**src/include/irBoard_consts.svh**
```systemverilog
`ifndef IRBOARD_CONSTS_SVH
`define IRBOARD_CONSTS_SVH

// Datapath and instruction field widths
`define IR_AD_WIDTH     36
`define IR_FIELD_WIDTH  13

// Dispatch RAM geometry
`define DRAM_ADDR_BITS  9
`define DRAM_WIDTH      15
`define DRAM_SIZE       512

// JRST opcode, octal 254
`define JRST_OPCODE     9'o254

// APB register map
`define APB_ADDR_WIDTH  12
`define REG_CTRL        12'h000
`define REG_DIAG_BASE   12'h004
`define DIAG_GROUPS     8

// Address bit that opens the dispatch RAM window, entry in paddr[10:2]
`define DRAM_WINDOW_BIT 11

`endif

```
**src/irBoard_pkg.sv**
```systemverilog
`default_nettype none

`include "irBoard_consts.svh"

package irBoard_pkg;

  // IR side vectors use mainframe numbering, bit 0 is the MSB
  typedef logic [0:`IR_AD_WIDTH-1]    adWord_t;
  typedef logic [0:`IR_FIELD_WIDTH-1] irWord_t;
  typedef logic [0:8]                 opcode_t;
  typedef logic [0:3]                 acField_t;
  typedef logic [0:`DRAM_ADDR_BITS-1] dramAddr_t;
  typedef logic [2:0]                 normCode_t;

  // One stored dispatch word
  typedef struct packed {
    logic [2:0] dispA;
    logic [2:0] dispB;
    logic       parity;
    logic [7:0] dispJ;
  } dramEntry_t;

  typedef struct packed {
    irWord_t  ir;
    acField_t irAc;
    logic     jrst;
    logic     jrst0;
  } irState_t;

  // Decoded dispatch, valid pulses once per load
  typedef struct packed {
    logic [2:0] dispA;
    logic [2:0] dispB;
    logic [7:0] dispJ;
    logic       parityOk;
    logic       valid;
  } dispatch_t;

  typedef struct packed {
    logic enIoJrst;
    logic enAc;
  } diagCtrl_t;

  typedef struct packed {
    logic [`APB_ADDR_WIDTH-1:0] paddr;
    logic                       psel;
    logic                       penable;
    logic                       pwrite;
    logic [31:0]                pwdata;
  } apbReq_t;

  typedef struct packed {
    logic [31:0] prdata;
    logic        pready;
    logic        pslverr;
  } apbRsp_t;

endpackage

`default_nettype wire

```
**src/condTest.sv**
```systemverilog
`timescale 1ns/100ps
`default_nettype none

module condTest (
  input  wire irBoard_pkg::adWord_t ad,
  input  wire logic                adCarryM2,
  input  wire logic [1:0]          magic,
  input  wire logic [2:0]          dispB,
  output logic                     testSatisfied,
  output logic                     adZero,
  output irBoard_pkg::normCode_t   norm
);

  logic eqTerm;
  logic gtTerm;
  logic ltTerm;
  logic cryTerm;

  assign adZero = ~|ad;

  // Skip and jump conditions selected by the B field
  assign eqTerm  = dispB[1] & adZero;
  assign gtTerm  = dispB[2] & magic[0] & ~ad[0] & ~adZero;
  assign ltTerm  = dispB[2] & magic[1] & ad[0];
  assign cryTerm = (magic[0] ^ magic[1]) & adCarryM2;

  // B bit 0 inverts the sense
  assign testSatisfied = (eqTerm | gtTerm | ltTerm | cryTerm) ^ dispB[0];

  // Normalize priority, sign bit first
  always_comb begin
    if (ad[0]) begin
      norm = 3'd1;
    end else if (|ad[1:6]) begin
      norm = 3'd2;
    end else if (ad[7]) begin
      norm = 3'd3;
    end else if (ad[8]) begin
      norm = 3'd4;
    end else if (ad[9]) begin
      norm = 3'd5;
    end else if (ad[10]) begin
      norm = 3'd6;
    end else if (|ad[11:35]) begin
      norm = 3'd7;
    end else begin
      norm = 3'd0;
    end
  end

endmodule

`default_nettype wire

```
**config.mk**
```make
export PLATFORM = sky130hd
export DESIGN_NAME = condTest
export DESIGN_NICKNAME = d
export VERILOG_FILES = /design/src/irBoard_pkg.sv /design/src/condTest.sv
export VERILOG_INCLUDE_DIRS = /design/src /design/src/include
export SDC_FILE = /design/constraint.sdc
export NUM_CORES = 1
export LEC_CHECK = 0
export ABC_CLOCK_PERIOD_IN_PS = 5120
export BUFFER_PORTS_ARGS = -buffer_cell sky130_fd_sc_hd__buf_2
export CAP_MARGIN = 25
export CORE_AREA = 10 10 47 49
export DETAILED_ROUTE_END_ITERATION = 8
export DIE_AREA = 0 0 57 59
export SYNTH_ARGS = -nofsm -noshare
export SYNTH_HDL_FRONTEND = slang
export SYNTH_SLANG_ARGS = --single-unit
```
**constraint.sdc**
```tcl
create_clock -name vclk -period 5.12
set_input_delay 0.768 -clock vclk [all_inputs]
set_output_delay 0.768 -clock vclk [all_outputs]
set_load 0.02 [all_outputs]
```
==> flow_summary_export.csv <==
group,metric,value,unit
outcome,run_status,"complete, no violations",
global_route,grt_use_total,0.0645,
timing,timing.hold.ws,1.82,ns
routing,drt-total-wl,1250,um
logic_synthesis,yosys.cell_types.count,19,
timing,finalHoldViolCount,0,
floorplan,num_rows,14,
routing,wl_per_cell,12.8,um
setup_path,critical_path.slowest_cell,"or4_4",
cells_and_area,synthToLayoutAreaGrowth,103,%
timing,fmax,0.327,GHz
timing,period_needed,3.05,ns
flow_run,timing.max_cap.violations,0,
placement,finalWeightedCongestion,0.654,
floorplan,pin_count,47,
routing,drc_errors,0,
power_and_ir_drop,ir_worst_vdd,0.0000167,V
global_route,global_route_wire_length_before_repair,1960,um
logic_synthesis,synth_sequential_area_ratio,0,
cells_and_area,seq_cell_count,0,
global_route,first_global_vias,481,
routing,detail_route.vias_per_cell,4.73,
setup_path,worst-path-buf-inv,2,
routing,drtAntennaViolNets,0,
cells_and_area,num-clock-buffers,0,
setup_path,cell_class_contributing_the_biggest_share_of_worst_path_delay,"simple AND/OR/NAND/NOR gates",
setup_path,required,4.35,ns
global_route,global_route_overflow,0,
cells_and_area,mostFrequentLayoutCell,"buf_2",
setup_path,start_kind,"input port",
setup_path,setup.worst_path.end_class,"output pin",
placement,dp.final_hpwl,1200,um
routing,dr.first_iter.drc_count,8,
timing,finalMaxSlewViolations,0,
timing,unrepaired_setup_endpoints_after_global_routing,"no",
setup_path,cp_common_cell,"buf_2",
routing,dr.pass1.iters,4,
clock_network,cts.repair.resized,0,
floorplan,die_area,3360,sq um
power_and_ir_drop,leakage,0.247,nW
min_path,worstHoldPathType,"in -> out",
global_route,antenna_found_initial,0,
logic_synthesis,syn-instance-count,35,
cells_and_area,layout.nets,126,
placement,port_buffers,47,
routing,count_of_vias_placed_by_the_detailed_router,464,
timing,setup-tns-final,0,ns
logic_synthesis,post_synth_instance_area,249,sq um
power_and_ir_drop,power_per_cell_area,62.7,nW/um^2
cells_and_area,most-common-layout-cells,"buf_2, nor2_1, nor4_2",
global_route,maximum_number_of_pins_on_one_net_before_global_route_repair,7,
cells_and_area,n_fill_cell,169,
clock_network,post_cts_hold_buffer_count,0,
floorplan,start_util,0.178,
logic_synthesis,yosys_warnings,0,
setup_path,arrival,2.29,ns
cells_and_area,drive_gt1_frac,0.671,
floorplan,coreArea,1400,sq um
setup_path,worst_path_largest_cell_delay,0.55,ns
timing,tightest_slew,0.368,ns
clock_network,cts_setup_buffers,0,
cells_and_area,ant_diodes,0,
logic_synthesis,mean_area_per_synthesized_cell,7.11,sq um
setup_path,path_class,"in -> out",
floorplan,die_w,57,um
timing,slew-limit-headroom,0.752,
timing,setup-violations-final,0,
timing,final_min_period_over_clock_period,0.596,
floorplan,floorplan.die.height,59,um
setup_path,crit_chain,"buf_2, nor4_2, nand4_1, or4_4, o211ai_2, xor2_1, buf_2",
cells_and_area,ff_latch_area,0,sq um
logic_synthesis,synth_fp_nets,77,
setup_path,crit_fanout,4,
power breakdown:
part / switching, W / total [W] / internal (W)
Sequential: 0 / 0 / 0
Clock: 0 / 0 / 0
Combinational: 0.0000144 / 0.0000316 / 0.0000172
Total: 0.0000144 / 0.0000316 / 0.0000172
final timing paths:
| kind | from | end | slack, ns | cells after the start |
|---|---|---|---|---|
| max | ad[3] | testSatisfied | 2.07 | 7 |
| min | dispB[0] | testSatisfied | 1.82 | 3 |
cells by family after synthesis:
logic type / synth area share
and+or+nand+nor: 0.693
AOI/OAI and AO/OA: 0.206
xor gates and xnor gates: 0.0704
buffers and inverters: 0.0302
synthesized netlist by cell type:
| master | instances | share of area |
|---|---|---|
| nor2_1 | 5 | 0.075 |
| nor4_2 | 5 | 0.25 |
| nor3_1 | 3 | 0.060 |
| nor4_1 | 3 | 0.075 |
| inv_1 | 2 | 0.030 |
| nand3_1 | 2 | 0.040 |
| nand4_1 | 2 | 0.050 |
| xor2_1 | 2 | 0.070 |
| a211oi_1 | 1 | 0.030 |
| a21oi_1 | 1 | 0.020 |
| a32oi_1 | 1 | 0.035 |
| nand2_1 | 1 | 0.015 |
| nand2b_1 | 1 | 0.025 |
| nand3b_1 | 1 | 0.030 |
| o211ai_2 | 1 | 0.050 |
| o21ba_2 | 1 | 0.040 |
| o31ai_1 | 1 | 0.030 |
| or2_1 | 1 | 0.025 |
| or4_4 | 1 | 0.045 |
per-layer routing:
layer	vias to the layer above	GRT usage	routed length [um]
li1	237	-	-
met1	190	0.0692	504
met2	37	0.104	486
met3	0	0.0515	260
met4	0	0	0
met5	-	0	0
through the flow:
stage	total power (W)	area [sq um]	instances	worst slack (ns)	utilization
5_1_grt	0.0000351	504	98	1.92	0.360
3_3_place_gp	0.0000312	504	98	2.07	0.360
6_report	0.0000316	504	98	2.07	0.360
4_1_cts	0.0000319	504	98	2.04	0.360
3_5_place_dp	0.0000319	504	98	2.04	0.360
2_1_floorplan	0.0000102	249	35	2.00	-
tightest hold or removal path, cell delays in order:
cell    delay, ns
buf_2        0.08
xor2_1       0.05
buf_2        0.15
cell type report:
| class | count | area [sq um] | area share |
|---|---|---|---|
| Multi-Input combinational cell | 33 | 241 | 0.479 |
| Timing Repair Buffer | 47 | 235 | 0.467 |
| Tap cell | 16 | 20.0 | 0.0397 |
| Inverter | 2 | 7.51 | 0.0149 |
(Power assumes the default switching activity.)
