--- src/include/irBoard_consts.svh ---
`ifndef IRBOARD_CONSTS_SVH
`define IRBOARD_CONSTS_SVH

// Datapath and instruction field widths
`define IR_AD_WIDTH     36
`define IR_FIELD_WIDTH  13

// Dispatch RAM geometry
`define DRAM_ADDR_BITS  9
`define DRAM_WIDTH      15
`define DRAM_SIZE       512

// JRST opcode, octal 254
`define JRST_OPCODE     9'o254

// APB register map
`define APB_ADDR_WIDTH  12
`define REG_CTRL        12'h000
`define REG_DIAG_BASE   12'h004
`define DIAG_GROUPS     8

// Address bit that opens the dispatch RAM window, entry in paddr[10:2]
`define DRAM_WINDOW_BIT 11

`endif

--- src/irBoard_pkg.sv ---
`default_nettype none

`include "irBoard_consts.svh"

package irBoard_pkg;

  // IR side vectors use mainframe numbering, bit 0 is the MSB
  typedef logic [0:`IR_AD_WIDTH-1]    adWord_t;
  typedef logic [0:`IR_FIELD_WIDTH-1] irWord_t;
  typedef logic [0:8]                 opcode_t;
  typedef logic [0:3]                 acField_t;
  typedef logic [0:`DRAM_ADDR_BITS-1] dramAddr_t;
  typedef logic [2:0]                 normCode_t;

  // One stored dispatch word
  typedef struct packed {
    logic [2:0] dispA;
    logic [2:0] dispB;
    logic       parity;
    logic [7:0] dispJ;
  } dramEntry_t;

  typedef struct packed {
    irWord_t  ir;
    acField_t irAc;
    logic     jrst;
    logic     jrst0;
  } irState_t;

  // Decoded dispatch, valid pulses once per load
  typedef struct packed {
    logic [2:0] dispA;
    logic [2:0] dispB;
    logic [7:0] dispJ;
    logic       parityOk;
    logic       valid;
  } dispatch_t;

  typedef struct packed {
    logic enIoJrst;
    logic enAc;
  } diagCtrl_t;

  typedef struct packed {
    logic [`APB_ADDR_WIDTH-1:0] paddr;
    logic                       psel;
    logic                       penable;
    logic                       pwrite;
    logic [31:0]                pwdata;
  } apbReq_t;

  typedef struct packed {
    logic [31:0] prdata;
    logic        pready;
    logic        pslverr;
  } apbRsp_t;

endpackage

`default_nettype wire

--- src/diagApb.sv ---
`timescale 1ns/100ps
`default_nettype none

`include "irBoard_consts.svh"

module diagApb (
  input  wire logic                   CON,
  input  wire logic                   rstN,
  input  wire irBoard_pkg::apbReq_t    apbIn,
  input  wire logic                   ramGnt,
  input  wire irBoard_pkg::dramEntry_t ramRdata,
  input  wire irBoard_pkg::irState_t   irIn,
  input  wire irBoard_pkg::dramAddr_t  dispAddr,
  input  wire irBoard_pkg::dispatch_t  dispIn,
  input  wire logic                   testSatisfied,
  input  wire logic                   adZero,
  input  wire irBoard_pkg::normCode_t  norm,
  output irBoard_pkg::apbRsp_t        apbOut,
  output irBoard_pkg::diagCtrl_t      ctrl,
  output logic                        ramReq,
  output logic                        ramWrite,
  output irBoard_pkg::dramAddr_t      ramAddr,
  output irBoard_pkg::dramEntry_t     ramWdata
);

  import irBoard_pkg::*;

  logic                       access;
  logic                       window;
  logic                       ctrlHit;
  logic                       diagHit;
  logic                       rdDone;
  logic [`APB_ADDR_WIDTH-1:0] diagOff;
  logic [2:0]                 group;
  logic [5:0]                 diagData;

  assign access  = apbIn.psel & apbIn.penable;
  assign window  = apbIn.paddr[`DRAM_WINDOW_BIT];
  assign ctrlHit = ~window & (apbIn.paddr == `REG_CTRL);
  assign diagOff = apbIn.paddr - `REG_DIAG_BASE;
  assign diagHit = ~window & (apbIn.paddr >= `REG_DIAG_BASE) &
                   (diagOff < `APB_ADDR_WIDTH'(`DIAG_GROUPS * 4));
  assign group   = diagOff[4:2];

  // RAM window request, dropped once read data is back
  assign ramReq   = access & window & ~rdDone;
  assign ramWrite = apbIn.pwrite;
  assign ramAddr  = apbIn.paddr[10:2];
  assign ramWdata = dramEntry_t'(apbIn.pwdata[`DRAM_WIDTH-1:0]);

  always_ff @(posedge CON or negedge rstN) begin
    if (!rstN) begin
      ctrl   <= '0;
      rdDone <= 1'b0;
    end else begin
      if (access && ctrlHit && apbIn.pwrite) begin
        ctrl.enIoJrst <= apbIn.pwdata[0];
        ctrl.enAc     <= apbIn.pwdata[1];
      end
      if (rdDone) begin
        rdDone <= 1'b0;
      end else if (ramGnt && !ramWrite) begin
        rdDone <= 1'b1;
      end
    end
  end

  // Six bit groups of internal state
  always_comb begin
    case (group)
      3'd0:    diagData = {norm, dispAddr[0:2]};
      3'd1:    diagData = dispAddr[3:8];
      3'd2:    diagData = {ctrl.enIoJrst, ctrl.enAc, irIn.irAc};
      3'd3:    diagData = {dispIn.dispA, dispIn.dispB};
      3'd4:    diagData = {testSatisfied, irIn.jrst0, dispIn.dispJ[7:4]};
      3'd5:    diagData = {adZero, dispIn.parityOk, dispIn.dispJ[3:0]};
      default: diagData = '0;
    endcase
  end

  always_comb begin
    apbOut.prdata  = '0;
    apbOut.pslverr = 1'b0;
    if (window) begin
      apbOut.prdata[`DRAM_WIDTH-1:0] = ramRdata;
      // Writes finish on grant, reads one cycle later
      apbOut.pready = access & (ramWrite ? ramGnt : rdDone);
    end else begin
      if (ctrlHit) begin
        apbOut.prdata[1:0] = {ctrl.enAc, ctrl.enIoJrst};
      end else if (diagHit) begin
        apbOut.prdata[5:0] = diagData;
      end
      apbOut.pready = access;
    end
  end

endmodule

`default_nettype wire

--- config.mk ---
export PLATFORM = sky130hd
export DESIGN_NAME = diagApb
export DESIGN_NICKNAME = d
export VERILOG_FILES = /design/src/irBoard_pkg.sv /design/src/diagApb.sv
export VERILOG_INCLUDE_DIRS = /design/src /design/src/include
export SDC_FILE = /design/constraint.sdc
export NUM_CORES = 1
export LEC_CHECK = 0
export CORE_AREA = 5 5 66 68
export CTS_CLUSTER_DIAMETER = 40
export DETAILED_ROUTE_END_ITERATION = 10
export DIE_AREA = 0 0 71 73
export DONT_BUFFER_PORTS = 1
export PLACE_DENSITY_LB_ADDON = 0.08
export SETUP_SLACK_MARGIN = 0.05
export SLEW_MARGIN = 40
export SYNTH_ARGS = -nofsm -noshare
export SYNTH_HDL_FRONTEND = slang
export SYNTH_SLANG_ARGS = --single-unit
--- constraint.sdc ---
create_clock -name CON -period 2.6 [get_ports CON]
set_input_delay 0.52 -clock CON [delete_from_list [all_inputs] [get_ports CON]]
set_output_delay 0.52 -clock CON [all_outputs]
set_load 0.1 [all_outputs]
==> flow_summary.yaml <==
run_status:
  outcome: "finished clean"
place:
  placed_cell_area_um2: 1130
  pre_cts_ws_ps: 63.9
  place_congestion: 0.718
  dp_hpwl_mm: 2.68
  port_buffers: 0
  dp.cells: 172
grt:
  grtUsageTotal: 0.0997
  grt_pass1_vias: 809
  antenna_found_initial: 0
  grt-ovfl-total: 0
  grt_first_pass_wirelength_mm: 4.16
  grt_max_degree: 19
synth:
  synthDistinctLibCells: 35
  synth_edf_count: 0
  synth_top_area_share: 0.339
  seq_area_frac_synth: 0.0737
  synth_area_per_cell_um2: 7.66
  synth_top_family_by_area: "buffers and inverters"
  synthSimpleGateAreaFrac: 0.258
  ys_ff_latch: 3
  synth_warnings: 0
  synth_area_um2: 1020
  synthAdderAreaFrac: 0.0123
  synth_xor_area_frac: 0.00860
  synth_compound_area_frac: 0.152
  synth_cells: 133
  synth_ff_type: "dfrtp_1"
  ys_top_cells_by_area: "buf_4 (34%), mux2i_1 (8.8%), dfrtp_1 (7.4%)"
  synthMuxAreaShare: 0.133
  synthArstFlopShare: 1.00
  synth_top_area_cell: "buf_4"
timing:
  finalMaxSlewViolations: 0
  skew_ps: 0
  rsz0062_at_grt: "false"
  finalHoldViolCount: 0
  clock.fmax_ghz: 0.408
  finalCritPeriodShare: 0.943
  fin_ws_ps: 149
  hold_slack_ps: 377
  fin_setup_tns_ps: 0
  setup_viol_count_final: 0
  layout_min_cycle_time_ps: 2450
die:
  design.core.area_um2: 3800
  die_area_um2: 5180
  die_h_um: 73
  pin_count: 176
  placementRows: 23
  start_util: 0.268
  dieWidth_um: 71
pwr:
  irDropWorstVdd_uv: 144
  total_leakage_power_nw: 0.490
  internal-power_mw: 0.238
  design_power_total_mw: 0.539
  power_density_nw_per_um2: 452
  p_seq_frac: 0.091
  pwr-share-comb: 0.660
  swShare: 0.558
  p_sw_mw: 0.301
  p_clk_frac: 0.249
worst_setup_path:
  critPathLaunchType: "input pin"
  worstRegToRegCells: 2
  setup.worst_path.class: "in2out"
  r2r_start: "ctrl[0]"
  critical_path_required_ps: 2080
  cp-end-kind: "output port"
  critPathLaunch: "apbIn[38]"
  cp_data_arrival_time_ps: 1930
  crit_fanout: 13
worst_hold_path:
  hold_path_depth: 1
  hold_start: "apbIn[32]"
  hp-class: "in2reg"
clocking:
  clockBufferDepth: 2
  cts_setup_buffers: 0
  path_clk_slew_ps: 30
  ctsRootBufferMaster: "clkbuf_8"
  tritoncts: "done"
  cts_sinks: 3
  clk_latency_ps: 210
  ctsHtreeMaxLevel: 1
  cts_resized: 0
  cts_made_buffers: 3
routing:
  drt_iter0_markers: 17
  ant_nets: 0
  wire_per_inst_um: 17.3
  drc: 0
  drt-total-wl_mm: 3.09
  vias: 834
  via_per_inst: 4.69
  drtPass1Iterations: 4
final_layout:
  layout.nets: 244
  layout_common_cells: "conb_1 (18), buf_4 (13), mux2i_1 (9), nand2_1 (9), and2_1 (9)"
  layoutNonFillerInstCount: 178
  multi_input_area_um2: 741
  fin_area_um2: 1190
  final_util: 0.314
  drive_gt1_frac: 0.328
  diodes: 0
  area.sequential_um2: 75.1
  final_common_cell: "conb_1"
  fillers: 422
  area_growth_pct: 17.1
job:
  drv_cap: 0
[power by group through the flow]
stage                     clock network, mW  logic [mW]  registers (mW)
final                                 0.134       0.356          0.0492
after global routing                  0.142       0.370          0.0492
after detailed placement                  0       0.355          0.0497
after global placement                    0       0.352          0.0497
after CTS                             0.137       0.356          0.0492
after floorplan                           0       0.510          0.0494
[state kept, by name, summed over array words and instances (netlist names)]
signal / flops
rdDone: 1
ctrl: 2
[layer usage]
metal	vias up	part of all wire	track usage	routed length, µm
met4	0	0.0042	0.0230	13
met1	378	0.31	0.101	965
met2	58	0.56	0.196	1740
li1	394	-	-	-
met5	-	0	0	0
met3	4	0.12	0.0331	365
[synth_stat cells (3+ instances only)]
cell type	n
and2_1	9
buf_4	46
dfrtp_1	3
inv_1	3
mux2i_1	9
nand2_1	9
nand3b_1	6
nor2_1	4
o21ai_0	4
o21ai_1	4
[repair_timing]
action / CTS / global route
endpoints found under the setup margin: 0 / 1
hold buffers: 1 / 1
endpoints found under the hold margin: 1 / 2
[cells by family (layout without fill, tap and decap cells)]
logic type / Yosys count / count (layout)
XOR/XNOR: 1 / 1
adder cells (fa/ha/maj): 1 / 1
other: 1 / 18
buffers and inverters: 51 / 29
AO/OA/AOI/OAI: 22 / 22
flip-flops: 3 / 3
AND/OR/NAND/NOR: 41 / 41
multiplexers: 13 / 13
[worst max-delay path, cell delays in order]
cell      delay [ps]
nor2_4            30
ha_4             330
mux2_2           350
a222oi_1         420
o21ai_4           90
buf_12           180
[path summary, 6_finish.rpt]
| path | endpoint | slack, ps |
|---|---|---|
| worst min register to register | rdDone | 520 |
| worst max register to register | ctrl[0] | 1520 |
| worst max-delay path | apbOut[6] | 150 |
| min in group asynchronous | ctrl[0] | 530 |
| max in group asynchronous | rdDone | 1920 |
| worst min-delay path | rdDone | 380 |
[layout make-up]
type                       instances  area share
multi-input combinational         96       0.621
timing repair buffer              22       0.216
sequential                         3      0.0630
tap                               50      0.0525
clock buffer                       4      0.0378
inverter                           3     0.00944
(Power assumes the default switching activity.)
