==> src/include/irBoard_consts.svh <==
`ifndef IRBOARD_CONSTS_SVH
`define IRBOARD_CONSTS_SVH

// Datapath and instruction field widths
`define IR_AD_WIDTH     36
`define IR_FIELD_WIDTH  13

// Dispatch RAM geometry
`define DRAM_ADDR_BITS  9
`define DRAM_WIDTH      15
`define DRAM_SIZE       512

// JRST opcode, octal 254
`define JRST_OPCODE     9'o254

// APB register map
`define APB_ADDR_WIDTH  12
`define REG_CTRL        12'h000
`define REG_DIAG_BASE   12'h004
`define DIAG_GROUPS     8

// Address bit that opens the dispatch RAM window, entry in paddr[10:2]
`define DRAM_WINDOW_BIT 11

`endif

==> src/irBoard_pkg.sv <==
`default_nettype none

`include "irBoard_consts.svh"

package irBoard_pkg;

  // IR side vectors use mainframe numbering, bit 0 is the MSB
  typedef logic [0:`IR_AD_WIDTH-1]    adWord_t;
  typedef logic [0:`IR_FIELD_WIDTH-1] irWord_t;
  typedef logic [0:8]                 opcode_t;
  typedef logic [0:3]                 acField_t;
  typedef logic [0:`DRAM_ADDR_BITS-1] dramAddr_t;
  typedef logic [2:0]                 normCode_t;

  // One stored dispatch word
  typedef struct packed {
    logic [2:0] dispA;
    logic [2:0] dispB;
    logic       parity;
    logic [7:0] dispJ;
  } dramEntry_t;

  typedef struct packed {
    irWord_t  ir;
    acField_t irAc;
    logic     jrst;
    logic     jrst0;
  } irState_t;

  // Decoded dispatch, valid pulses once per load
  typedef struct packed {
    logic [2:0] dispA;
    logic [2:0] dispB;
    logic [7:0] dispJ;
    logic       parityOk;
    logic       valid;
  } dispatch_t;

  typedef struct packed {
    logic enIoJrst;
    logic enAc;
  } diagCtrl_t;

  typedef struct packed {
    logic [`APB_ADDR_WIDTH-1:0] paddr;
    logic                       psel;
    logic                       penable;
    logic                       pwrite;
    logic [31:0]                pwdata;
  } apbReq_t;

  typedef struct packed {
    logic [31:0] prdata;
    logic        pready;
    logic        pslverr;
  } apbRsp_t;

endpackage

`default_nettype wire

==> src/irLatch.sv <==
`timescale 1ns/100ps
`default_nettype none

`include "irBoard_consts.svh"

module irLatch (
  input  wire logic                  CON,
  input  wire logic                  rstN,
  input  wire logic                  loadIr,
  input  wire logic                  mbXfer,
  input  wire irBoard_pkg::adWord_t  ad,
  input  wire irBoard_pkg::adWord_t  cacheData,
  input  wire logic                  loadDram,
  input  wire irBoard_pkg::diagCtrl_t ctrl,
  output irBoard_pkg::irState_t      irOut,
  output irBoard_pkg::dramAddr_t     dispAddr
);

  import irBoard_pkg::*;

  irWord_t   irQ;
  opcode_t   opcode;
  acField_t  acBits;
  logic      ioDispatch;
  logic      ioLegal;
  dramAddr_t nextAddr;

  // Opcode and AC field, taken from the adder on MB transfers
  always_ff @(posedge CON or negedge rstN) begin
    if (!rstN) begin
      irQ <= '0;
    end else if (loadIr) begin
      irQ <= mbXfer ? ad[0:`IR_FIELD_WIDTH-1] : cacheData[0:`IR_FIELD_WIDTH-1];
    end
  end

  assign opcode = irQ[0:8];
  assign acBits = irQ[9:12];

  // 7xx instructions dispatch on device function bits
  assign ioDispatch = ctrl.enIoJrst & (&opcode[0:2]);
  assign ioLegal    = &irQ[3:6];

  always_comb begin
    if (ioDispatch) begin
      nextAddr = {3'b111, irQ[7:9] | {3{ioLegal}}, irQ[10:12]};
    end else begin
      nextAddr = opcode;
    end
  end

  always_ff @(posedge CON or negedge rstN) begin
    if (!rstN) begin
      dispAddr <= '0;
    end else if (loadDram) begin
      dispAddr <= nextAddr;
    end
  end

  always_comb begin
    irOut.ir    = irQ;
    // AC field only visible when enabled from diagnostics
    irOut.irAc  = ctrl.enAc ? acBits : '0;
    irOut.jrst  = (opcode == `JRST_OPCODE);
    irOut.jrst0 = irOut.jrst & (acBits == '0);
  end

endmodule

`default_nettype wire

==> config.mk <==
export PLATFORM = sky130hd
export DESIGN_NAME = irLatch
export DESIGN_NICKNAME = d
export VERILOG_FILES = /design/src/irBoard_pkg.sv /design/src/irLatch.sv
export VERILOG_INCLUDE_DIRS = /design/src /design/src/include
export SDC_FILE = /design/constraint.sdc
export NUM_CORES = 1
export LEC_CHECK = 0
export BUFFER_PORTS_ARGS = -buffer_cell sky130_fd_sc_hd__clkbuf_2
export CAP_MARGIN = 20
export CELL_PAD_IN_SITES_DETAIL_PLACEMENT = 1
export CELL_PAD_IN_SITES_GLOBAL_PLACEMENT = 1
export CORE_ASPECT_RATIO = 1.75
export CORE_MARGIN = 1.5
export CORE_UTILIZATION = 25
export CTS_CLUSTER_DIAMETER = 200
export DETAILED_ROUTE_END_ITERATION = 12
export GPL_ROUTABILITY_DRIVEN = 0
export PLACE_DENSITY_LB_ADDON = 0.1
export SYNTH_ARGS = -nofsm -noshare
export SYNTH_HDL_FRONTEND = slang
export SYNTH_SLANG_ARGS = --single-unit
==> constraint.sdc <==
create_clock -name CON -period 1.8 [get_ports CON]
set_input_delay 0.36 -clock CON [delete_from_list [all_inputs] [get_ports CON]]
set_output_delay 0.36 -clock CON [all_outputs]
set_load 0.05 [all_outputs]
==> results of run 1 <==
stage by stage:
step           util (%)   TNS, ns
4_1_cts           36.06   -0.1032
3_5_place_dp      34.27         0
2_1_floorplan         -  -0.06231
3_3_place_gp      34.27         0
5_1_grt           36.24   -0.1893
6_report          36.24  -0.06086
kinds of logic after synthesis:
group	share of synthesized area, %
flops	51.95
buf+inv	4.486
simple gates	15.59
mux	15.47
compound gates	12.51
routing by layer:
layer,vias up,track usage (%),wire (µm)
met5,-,0,0
met4,0,4.895,27
met3,2,1.672,169
met2,41,23.25,1503
met1,455,15.75,1095
li1,491,-,-
critical path: stages, from the launching register on:
cell       delay, ns
dfrtp_2         0.42
nor4_2          0.25
and4b_2         0.27
and2_4          0.15
clkbuf_16       0.15
state kept, by name, summed over array words and instances, names as in the netlist:
register and flops:
dispAddr 9, irQ 13
path summary, 6_finish.rpt:
path,end,slack (ns),depth (start not counted)
min in group CON,irQ[6],0.41,3
min reg2reg,dispAddr[6],0.51,1
max,irOut[0],-0.06,4
min,dispAddr[3],0.07,1
max reg2reg,dispAddr[5],0.55,3
max in group asynchronous,irQ[5],1.34,1
timing repair:
action	4_1_cts	5_1_grt
setup buffers	0	1
gates resized for setup	5	0
pin swaps	1	1
endpoints found under the setup margin	2	2
power by group through the flow:
stage               Sequential [mW]  Clock [mW]  Combinational [mW]
floorplan                     0.834           0               0.141
global placement              0.624           0               0.498
detailed placement            0.627           0               0.502
CTS                           0.619       0.319               0.504
global route                  0.627       0.340               0.537
finish                        0.615       0.303               0.501
layout by cell type (no fill, tap or decap):
| cell | count |
|---|---|
| clkbuf_16 | 1 |
| clkbuf_1 | 1 |
| clkbuf_4 | 1 |
| nor4_2 | 1 |
| inv_1 | 2 |
| and4_1 | 1 |
| and2_4 | 1 |
| nor2_1 | 17 |
| nand4_1 | 1 |
| and2_1 | 4 |
| dfrtp_1 | 15 |
| and3_1 | 1 |
| o21ai_0 | 3 |
| a211oi_1 | 2 |
| mux2i_1 | 13 |
| clkbuf_8 | 3 |
| dfrtp_2 | 7 |
| nor4_1 | 1 |
| nand2_1 | 7 |
| clkbuf_2 | 58 |
| a31oi_1 | 4 |
| a21oi_1 | 13 |
| o22ai_1 | 2 |
| buf_4 | 3 |
| mux2_2 | 3 |
| and4b_2 | 1 |
cell type report:
cell class                      instances  share of cell area, %
Clock buffer                            4                  3.023
Tap cell                               49                  4.114
Multi-Input combinational cell         75                  31.65
Timing Repair Buffer                   63                  23.17
Inverter                                2                 0.5038
Sequential cell                        22                  37.53
==> results by group, run 1 <==
Floorplanning
  • Initial Utilization: between 20% and 30%
  • Die Wd: roughly 52 µm
  • Io pins: approximately 110
  • Row cnt: 31
  • Die area: 4654 µm²
  • Die Ht: 89.13 µm
  • Core region area: just over 4000 µm²

Power
  • Leakage: about 0.74 nW
  • Cell area power density: roughly 950 nW/µm²
  • Sw Share: ~40%
  • Clk pwr share: a little over a fifth
  • Total power: 1.419 mW
  • Logic pwr share: around a third
  • Sw Pwr: 0.5676 mW
  • Peak supply drop: around 0.00038 V
  • Sequential Power Share: approximately 43%
  • Cell-internal power: ~0.85 mW

Detailed routing
  • DRT iter0 DRCs: 9
  • Final WL: around 2.8 mm
  • Via count: 989
  • Residual DRC: 0
  • Post-DRT Antenna Nets: 0
  • Wirelength per Cell: roughly 13 µm
  • Routed vias/inst: 4.600
  • Pre-antenna DRT Iters: 4

Clock network
  • Total CTS buffers: 3
  • H-tree levels: 1
  • Hold Buf Count CTS: 0
  • Bufs on Longest Clock Path: 2
  • Clk sinks: 22
  • Later-pin clock latency in the skew report: ~0.26 ns
  • CTS tree: built
  • Root buffer cell: clkbuf_8
  • Worst-path clk slew: about 0.080 ns

STA
  • Final Max Slew Viols: 0
  • Setup ws final: -0.06086 ns
  • RSZ-0062 raised after global routing: yes
  • Actual slew at the worst max-slew pin: 0.5349 ns
  • Final min period: approximately 1.9 ns
  • Final hold violations: 0
  • Relative slew slack: ~64%
  • # setup viols final: 1
  • Fin crit share: 103.4%
  • FMAX: between 0.5 and 0.6 GHz
  • Hold_ws: 0.06997 ns
  • Worst Clk Skew: a little over 0.007 ns

Yosys
  • Count leader, synth: dfrtp_1
  • Net count after synthesis: 185
  • Post-synth top area share: 51.95%
  • EDFF count, synth: 0
  • Ys flop type: dfrtp_1
  • Flops & latches, synth: 22
  • Syn Area/Cell: around 10 µm²
  • Post-synth cell types: 21
  • Ys async rst share: between 90% and 100%
  • Cells after Synth: around 110
  • YS warnings: 0
  • Most frequent cells after synthesis: dfrtp_1 (22), nor2_1 (17), a21oi_1 (13), mux2i_1 (13), nand2_1 (7)
  • Synthesized area: between 1000 and 1500 µm²
  • Synth area leaders: dfrtp_1 (52%), mux2i_1 (12%), a21oi_1 (6.1%), nor2_1 (6.0%), mux2_2 (3.2%)
  • Sequential fraction of the synthesis area: 51.95%
  • Largest area contributor in the netlist: dfrtp_1

Final layout
  • Final Cell Area: about 1500 µm²
  • Filler cell count: between 500 and 600
  • Synthesis-to-layout area growth: 40.61%
  • Diode count: 0
  • Multi-input gate area in the final layout: between 400 and 500 µm²
  • Flip-flop and latch area: roughly 560 µm²
  • Total Nets Final: ~250
  • Layout cells sized above 1: between 40% and 50%
  • Finished Layout Cells: between 200 and 250

Status
  • Failing checks: negative setup slack
  • Status: complete, but fails checks

Place
  • Dpl ws: 0.06779 ns
  • Detailed placement HPWL: ~2.3 mm
  • IO Port Bufs: 60
  • DP Cell Count: 210
  • Placed Instance Area: approximately 1400 µm²

Worst setup path
  • WP data arrival: ~1.5 ns
  • CP Launch Type: flop
  • Crit. End Element: primary output
  • Maximum fanout along the worst path: 2
  • R2R Path Start: irQ[11]
  • Worst endpoint required time: 1.44 ns
  • Worst setup path class: flop to primary output
  • Critical Path Start: irQ[8]

Global routing
  • Largest net degree at the start of global routing: 27
  • Total GRT Usage: between 10% and 20%
  • GR Overflow Total: 0
  • First-pass GRT wire length: 4.581 mm
  • Initial antenna violation count: 0
  • Number of global-route vias before repair: between 900 and 1,000

Run
  • Max-capacitance violation count: 0

Hold path
  • Worst hold path type: input pin to asynchronous set/reset pin
No activity file was read; power rests on OpenSTA's default activity.
==> run 2: changes to the inputs <==
MAX_ROUTING_LAYER = met4   (was unset)
==> run 2 against run 1 <==
Effect of this change: the flow still finishes with violations (negative setup slack); routed wire length up 0.11%; clock skew about the same; combinational power about the same; global-route usage is 0.39 points higher; clock power about the same; via count down 0.10%; cell area unchanged; largest cell class unchanged; largest power group unchanged; highest routed layer unchanged.
==> results by group, run 2 (synthesized netlist as in run 1, its figures left out) <==
Place
  • Detailed placement HPWL: 2.295 mm (unchanged)
  • IO Port Bufs: 60 (unchanged)
  • Placed Instance Area: 1409 µm² (unchanged)

STA
  • RSZ-0062 raised after global routing: yes
  • # setup viols final: 1 (unchanged)
  • Final min period: 1.861 ns (+0.0002225 ns)
  • Relative slew slack: 64.32% (about the same)
  • Worst Clk Skew: 0.007253 ns (+0.0001864 ns)
  • Fin crit share: 103.4% (about the same)
  • Final hold violations: 0 (unchanged)
  • FMAX: 0.5373 GHz (about the same)
  • Hold_ws: 0.07001 ns (+0.00003670 ns)
  • Actual slew at the worst max-slew pin: 0.5351 ns (+0.0002129 ns)
  • Final Max Slew Viols: 0 (unchanged)
  • Setup ws final: -0.06108 ns (-0.0002225 ns)

Clock network
  • H-tree levels: 1 (unchanged)
  • Root buffer cell: clkbuf_8
  • CTS tree: built
  • Worst-path clk slew: 0.08 ns (about the same)
  • Bufs on Longest Clock Path: 2 (unchanged)
  • Total CTS buffers: 3 (unchanged)
  • Hold Buf Count CTS: 0 (unchanged)
  • Later-pin clock latency in the skew report: 0.26 ns (about the same)
  • Clk sinks: 22 (unchanged)

Final layout
  • Leading cell type in the layout, fill and taps excluded: clkbuf_2
  • Layout cells sized above 1: 47.59% (unchanged)
  • Final Cell Area: 1490 µm² (unchanged)
  • Synthesis-to-layout area growth: 40.61% (unchanged)
  • Final Util: 36.24% (unchanged)
  • Total Nets Final: 246 (unchanged)
  • Diode count: 0 (unchanged)
  • Reg with most FFs: irQ
  • Most frequent cells in the layout: clkbuf_2 (58), nor2_1 (17), dfrtp_1 (15)
  • Max FFs per register: 13 (unchanged)
  • Filler cell count: 524 (unchanged)
  • Largest regs: irQ x13, dispAddr x9

Worst setup path
  • R2r setup slk: 0.55 ns (about the same)
  • CP Launch Type: flop
  • Maximum fanout along the worst path: 2 (unchanged)
  • Worst endpoint required time: 1.44 ns (about the same)
  • Crit. End Element: primary output
  • WP data arrival: 1.50 ns (about the same)
  • Worst Reg-to-Reg Cells: 3 (unchanged)
  • Worst setup path class: flop to primary output
  • Worst r2r dst: dispAddr[5]
  • R2R Path Start: irQ[11]

Floorplanning
  • Die Ht: 89.13 µm (unchanged)
  • Io pins: 107 (unchanged)
  • Core region area: 4111 µm² (unchanged)
  • Initial Utilization: 25.78% (unchanged)
  • Die area: 4654 µm² (unchanged)
  • Row cnt: 31 (unchanged)
  • Die Wd: 52.22 µm (unchanged)

Global routing
  • Initial antenna violation count: 0 (unchanged)
  • Largest net degree at the start of global routing: 27 (unchanged)
  • Total GRT Usage: 13.44% (+0.39 points)
  • GR Overflow Total: 0 (unchanged)
  • Number of global-route vias before repair: 954 (+0.10%)
  • First-pass GRT wire length: 4.574 mm (-0.15%)

Status
  • Status: complete, but fails checks
  • Failing checks: negative setup slack

Power
  • Cell area power density: 952.7 nW/µm² (about the same)
  • Peak supply drop: 0.0003789 V (+0.24%)
  • Leakage: 0.7367 nW (unchanged)

Hold path
  • Worst hold path type: input pin to asynchronous set/reset pin

Detailed routing
  • Residual DRC: 0 (unchanged)
  • DRT iter0 DRCs: 15 (+6)
  • Post-DRT Antenna Nets: 0 (unchanged)
  • Final WL: 2.798 mm (+0.11%)
  • Routed vias/inst: 4.595 (-0.10%)
  • Wirelength per Cell: 13.01 µm (+0.11%)
  • Via count: 988 (-0.10%)
  • Pre-antenna DRT Iters: 4 (unchanged)

Run
  • Max-capacitance violation count: 0 (unchanged)
-- run 2: worst max-delay path by stage --
stage,start,to,slack [ns]
2_1_floorplan,irQ[4],irOut[0],-0.06
3_3_place_gp,irQ[5],irOut[0],0.14
3_5_place_dp,irQ[5],irOut[0],0.07
4_1_cts,irQ[8],irOut[0],-0.09
5_1_grt,irQ[4],irOut[0],-0.13
6_report,irQ[8],irOut[0],-0.06
-- run 2: power breakdown --
group | internal, mW | switching (mW) | total (mW)
logic | 0.136 | 0.365 | 0.501
clock network | 0.157 | 0.146 | 0.303
registers | 0.559 | 0.0571 | 0.616
-- run 2: what timing repair did --
| item | CTS | global route |
|---|---|---|
| buffers inserted | 0 | 1 |
| pin swaps | 1 | 1 |
| gates resized for setup | 5 | 0 |
| setup endpoints to repair | 2 | 2 |
-- run 2: layer usage --
layer,part of all wire (%),GRT usage [%]
met5,0,-
met4,0.96,4.895
met3,6.0,1.672
met2,54,23.25
met1,39,15.75
-- run 2: critical path, stage by stage (launching register included) --
cell and delay (ns):
dfrtp_2 0.42, nor4_2 0.25, and4b_2 0.27, and2_4 0.15
clkbuf_16 0.15
-- run 2: cell type report --
| type | instances | area [µm²] | share of cell area [%] |
|---|---|---|---|
| Clock buffer | 4 | 45.04 | 3.023 |
| Tap cell | 49 | 61.31 | 4.114 |
| Multi-Input combinational cell | 75 | 471.7 | 31.65 |
| Inverter | 2 | 7.507 | 0.5038 |
| Sequential cell | 22 | 559.3 | 37.53 |
| Timing Repair Buffer | 63 | 345.3 | 23.17 |
-- run 2: stage by stage --
| step | power, mW | cells | setup slack, ns | TNS, ns |
|---|---|---|---|---|
| global route | 1.503 | 215 | -0.1291 | -0.1893 |
| CTS | 1.442 | 214 | -0.08501 | -0.1032 |
| detailed placement | 1.129 | 210 | 0.06779 | 0 |
| finish | 1.420 | 215 | -0.06108 | -0.06108 |
| global placement | 1.122 | 210 | 0.1381 | 0 |
| floorplan | 0.9747 | 106 | -0.06231 | -0.06231 |
==> run 3: changes to the inputs <==
CTS_BUF_LIST = sky130_fd_sc_hd__clkbuf_4 sky130_fd_sc_hd__clkbuf_8 sky130_fd_sc_hd__clkbuf_16   (was unset)
TNS_END_PERCENT = 30   (was unset)
clock period = 2.32 ns   (was 1.8 ns; I/O delays follow)
==> run 3 against run 2 <==
Effect of this change: the flow now finishes without violations; largest power group unchanged; core utilization decreased by 1.1 points; setup slack improved by 0.28 ns; final cell count decreased by 0.93%; flip-flop and latch count unchanged; first-iteration DRC count decreased by 6.7%; critical path depth unchanged; routed wire length increased by 0.61%; via count increased by 0.30%; clock-buffer cell count unchanged; clock skew decreased by 0.0062 ns; critical path type unchanged; combinational power decreased by 24%.
==> results by group, run 3 (synthesized netlist as in run 1, its figures left out) <==
Status
  • Status: finished, final reports clean

Global routing
  • GR Overflow Total: 0 (unchanged)
  • GR Layer Usage met1: 15.10% (-0.65 points)
  • Number of global-route vias before repair: 978 (+2.5%)
  • Initial antenna violation count: 0 (unchanged)
  • Met3 usage: 1.672% (unchanged)
  • First-pass GRT wire length: 4.450 mm (-2.7%)
  • Grt peak-use layer: met2
  • Largest net degree at the start of global routing: 27 (unchanged)
  • Total GRT Usage: 13.12% (-0.32 points)
  • Met2 usage: 22.55% (-0.69 points)

Clock network
  • H-tree levels: 1 (unchanged)
  • Later-pin clock latency in the skew report: 0.26 ns (about the same)
  • Total setup buffers inserted after CTS: 0 (unchanged)
  • Hold Buf Count CTS: 0 (unchanged)
  • Clk sinks: 22 (unchanged)
  • Root buffer cell: clkbuf_8
  • Total CTS buffers: 3 (unchanged)
  • Worst-path clk slew: 0.08 ns (about the same)
  • Post-CTS sizing: 0 (-5)
  • Bufs on Longest Clock Path: 2 (unchanged)
  • CTS tree: built

Floorplanning
  • Io pins: 107 (unchanged)
  • Core region area: 4111 µm² (unchanged)
  • Die Wd: 52.22 µm (unchanged)
  • Row cnt: 31 (unchanged)
  • Die Ht: 89.13 µm (unchanged)
  • Die area: 4654 µm² (unchanged)
  • Initial Utilization: 25.78% (unchanged)

Worst setup path
  • Worst setup path class: flop to primary output
  • Worst endpoint required time: 1.86 ns (+0.42 ns)
  • WP data arrival: 1.63 ns (+0.13 ns)
  • Maximum fanout along the worst path: 6 (+4)
  • Crit. End Element: primary output
  • CP Launch Type: flop

Detailed routing
  • Final WL: 2.815 mm (+0.61%)
  • Pre-antenna DRT Iters: 4 (unchanged)
  • Routed vias/inst: 4.653 (+1.2%)
  • DRT iter0 DRCs: 14 (-1)
  • Via count: 991 (+0.30%)
  • Residual DRC: 0 (unchanged)
  • Wirelength per Cell: 13.22 µm (+1.6%)
  • Post-DRT Antenna Nets: 0 (unchanged)

Run
  • Max-capacitance violation count: 0 (unchanged)

Final layout
  • Flip-flop and latch area: 550.5 µm² (-1.6%)
  • Filler cell count: 525 (+0.19%)
  • Reg with most FFs: irQ
  • Largest regs: irQ x13, dispAddr x9
  • Total Nets Final: 244 (-0.81%)
  • Most frequent cells in the layout: clkbuf_2 (60), dfrtp_1 (22), nor2_1 (17)
  • Diode count: 0 (unchanged)
  • Max FFs per register: 13 (unchanged)
  • Leading cell type in the layout, fill and taps excluded: clkbuf_2
  • Layout cells sized above 1: 42.07% (-5.5 points)
  • Synthesis-to-layout area growth: 36.36%
  • Multi-input gate area in the final layout: 462.9 µm² (-1.9%)

Hold path
  • Worst hold path type: input pin to asynchronous set/reset pin

STA
  • Actual slew at the worst max-slew pin: 0.5563 ns (+0.02116 ns)
  • RSZ-0062 raised after global routing: no
  • Relative slew slack: 62.91% (-1.4 points)
  • Final hold violations: 0 (unchanged)
  • Hold_ws: 0.1776 ns (+0.1076 ns)
  • Final Max Slew Viols: 0 (unchanged)
  • FMAX: 0.4769 GHz
  • # setup viols final: 0 (-1)
  • Final min period: between 2 and 2.5 ns
  • Worst Clk Skew: 0.001036 ns (-0.006217 ns)
  • Fin crit share: about nine tenths
  • TNS Setup: 0 ns (+0.06108 ns)

Power
  • Peak supply drop: 0.0003145 V (-17%)
  • Cell area power density: 779.4 nW/µm² (-18%)
  • Leakage: 0.7331 nW (-0.49%)

Place
  • IO Port Bufs: 60 (unchanged)
  • Detailed placement HPWL: 2.258 mm (-1.6%)
-- run 3: worst paths after layout --
path,startpoint,to,slack (ns),depth (start not counted)
min in group CON,cacheData[32],irQ[9],0.50,3
max,irQ[10],irOut[0],0.22,4
max in group asynchronous,rstN,irQ[5],1.77,1
max reg2reg,irQ[11],dispAddr[3],1.03,3
min reg2reg,dispAddr[6],dispAddr[6],0.51,1
min,rstN,irQ[10],0.18,1
-- run 3: final cells by class --
cell class                      instances  area share, %
Tap cell                               49          4.242
Timing Repair Buffer                   61          21.30
Multi-Input combinational cell         75          32.03
Inverter                                2         0.5195
Clock buffer                            4          3.810
Sequential cell                        22          38.10
-- run 3: power breakdown --
part	leakage [nW]	switching [mW]	internal, mW
clock network	0.0288	0.118	0.151
logic	0.459	0.280	0.100
registers	0.246	0.0460	0.431
-- run 3: critical path, cell delays in order (launching register included) --
cell	delay, ns
dfrtp_1	0.44
nor4_1	0.27
and4b_1	0.25
and2_2	0.14
clkbuf_2	0.26
-- run 3: metrics by stage --
| step | cell area [µm²] | util, % | cells | setup WS (ns) | total power, mW |
|---|---|---|---|---|---|
| 5_1_grt | 1445 | 35.15 | 213 | 0.08383 | 1.191 |
| 3_3_place_gp | 1390 | 33.81 | 209 | 0.5172 | 0.8643 |
| 4_1_cts | 1445 | 35.15 | 213 | 0.1954 | 1.148 |
| 2_1_floorplan | 1061 | - | 106 | 0.01525 | 0.7534 |
| 3_5_place_dp | 1390 | 33.81 | 209 | 0.5064 | 0.8706 |
| 6_report | 1445 | 35.15 | 213 | 0.2233 | 1.126 |
-- run 3: per-layer routing --
layer | up-vias | part of all wire, % | routed length (µm)
met2 | 43 | 53 | 1478
met5 | - | 0 | 0
met1 | 456 | 40 | 1112
li1 | 488 | - | -
met4 | 0 | 1.5 | 42
met3 | 4 | 6.5 | 182
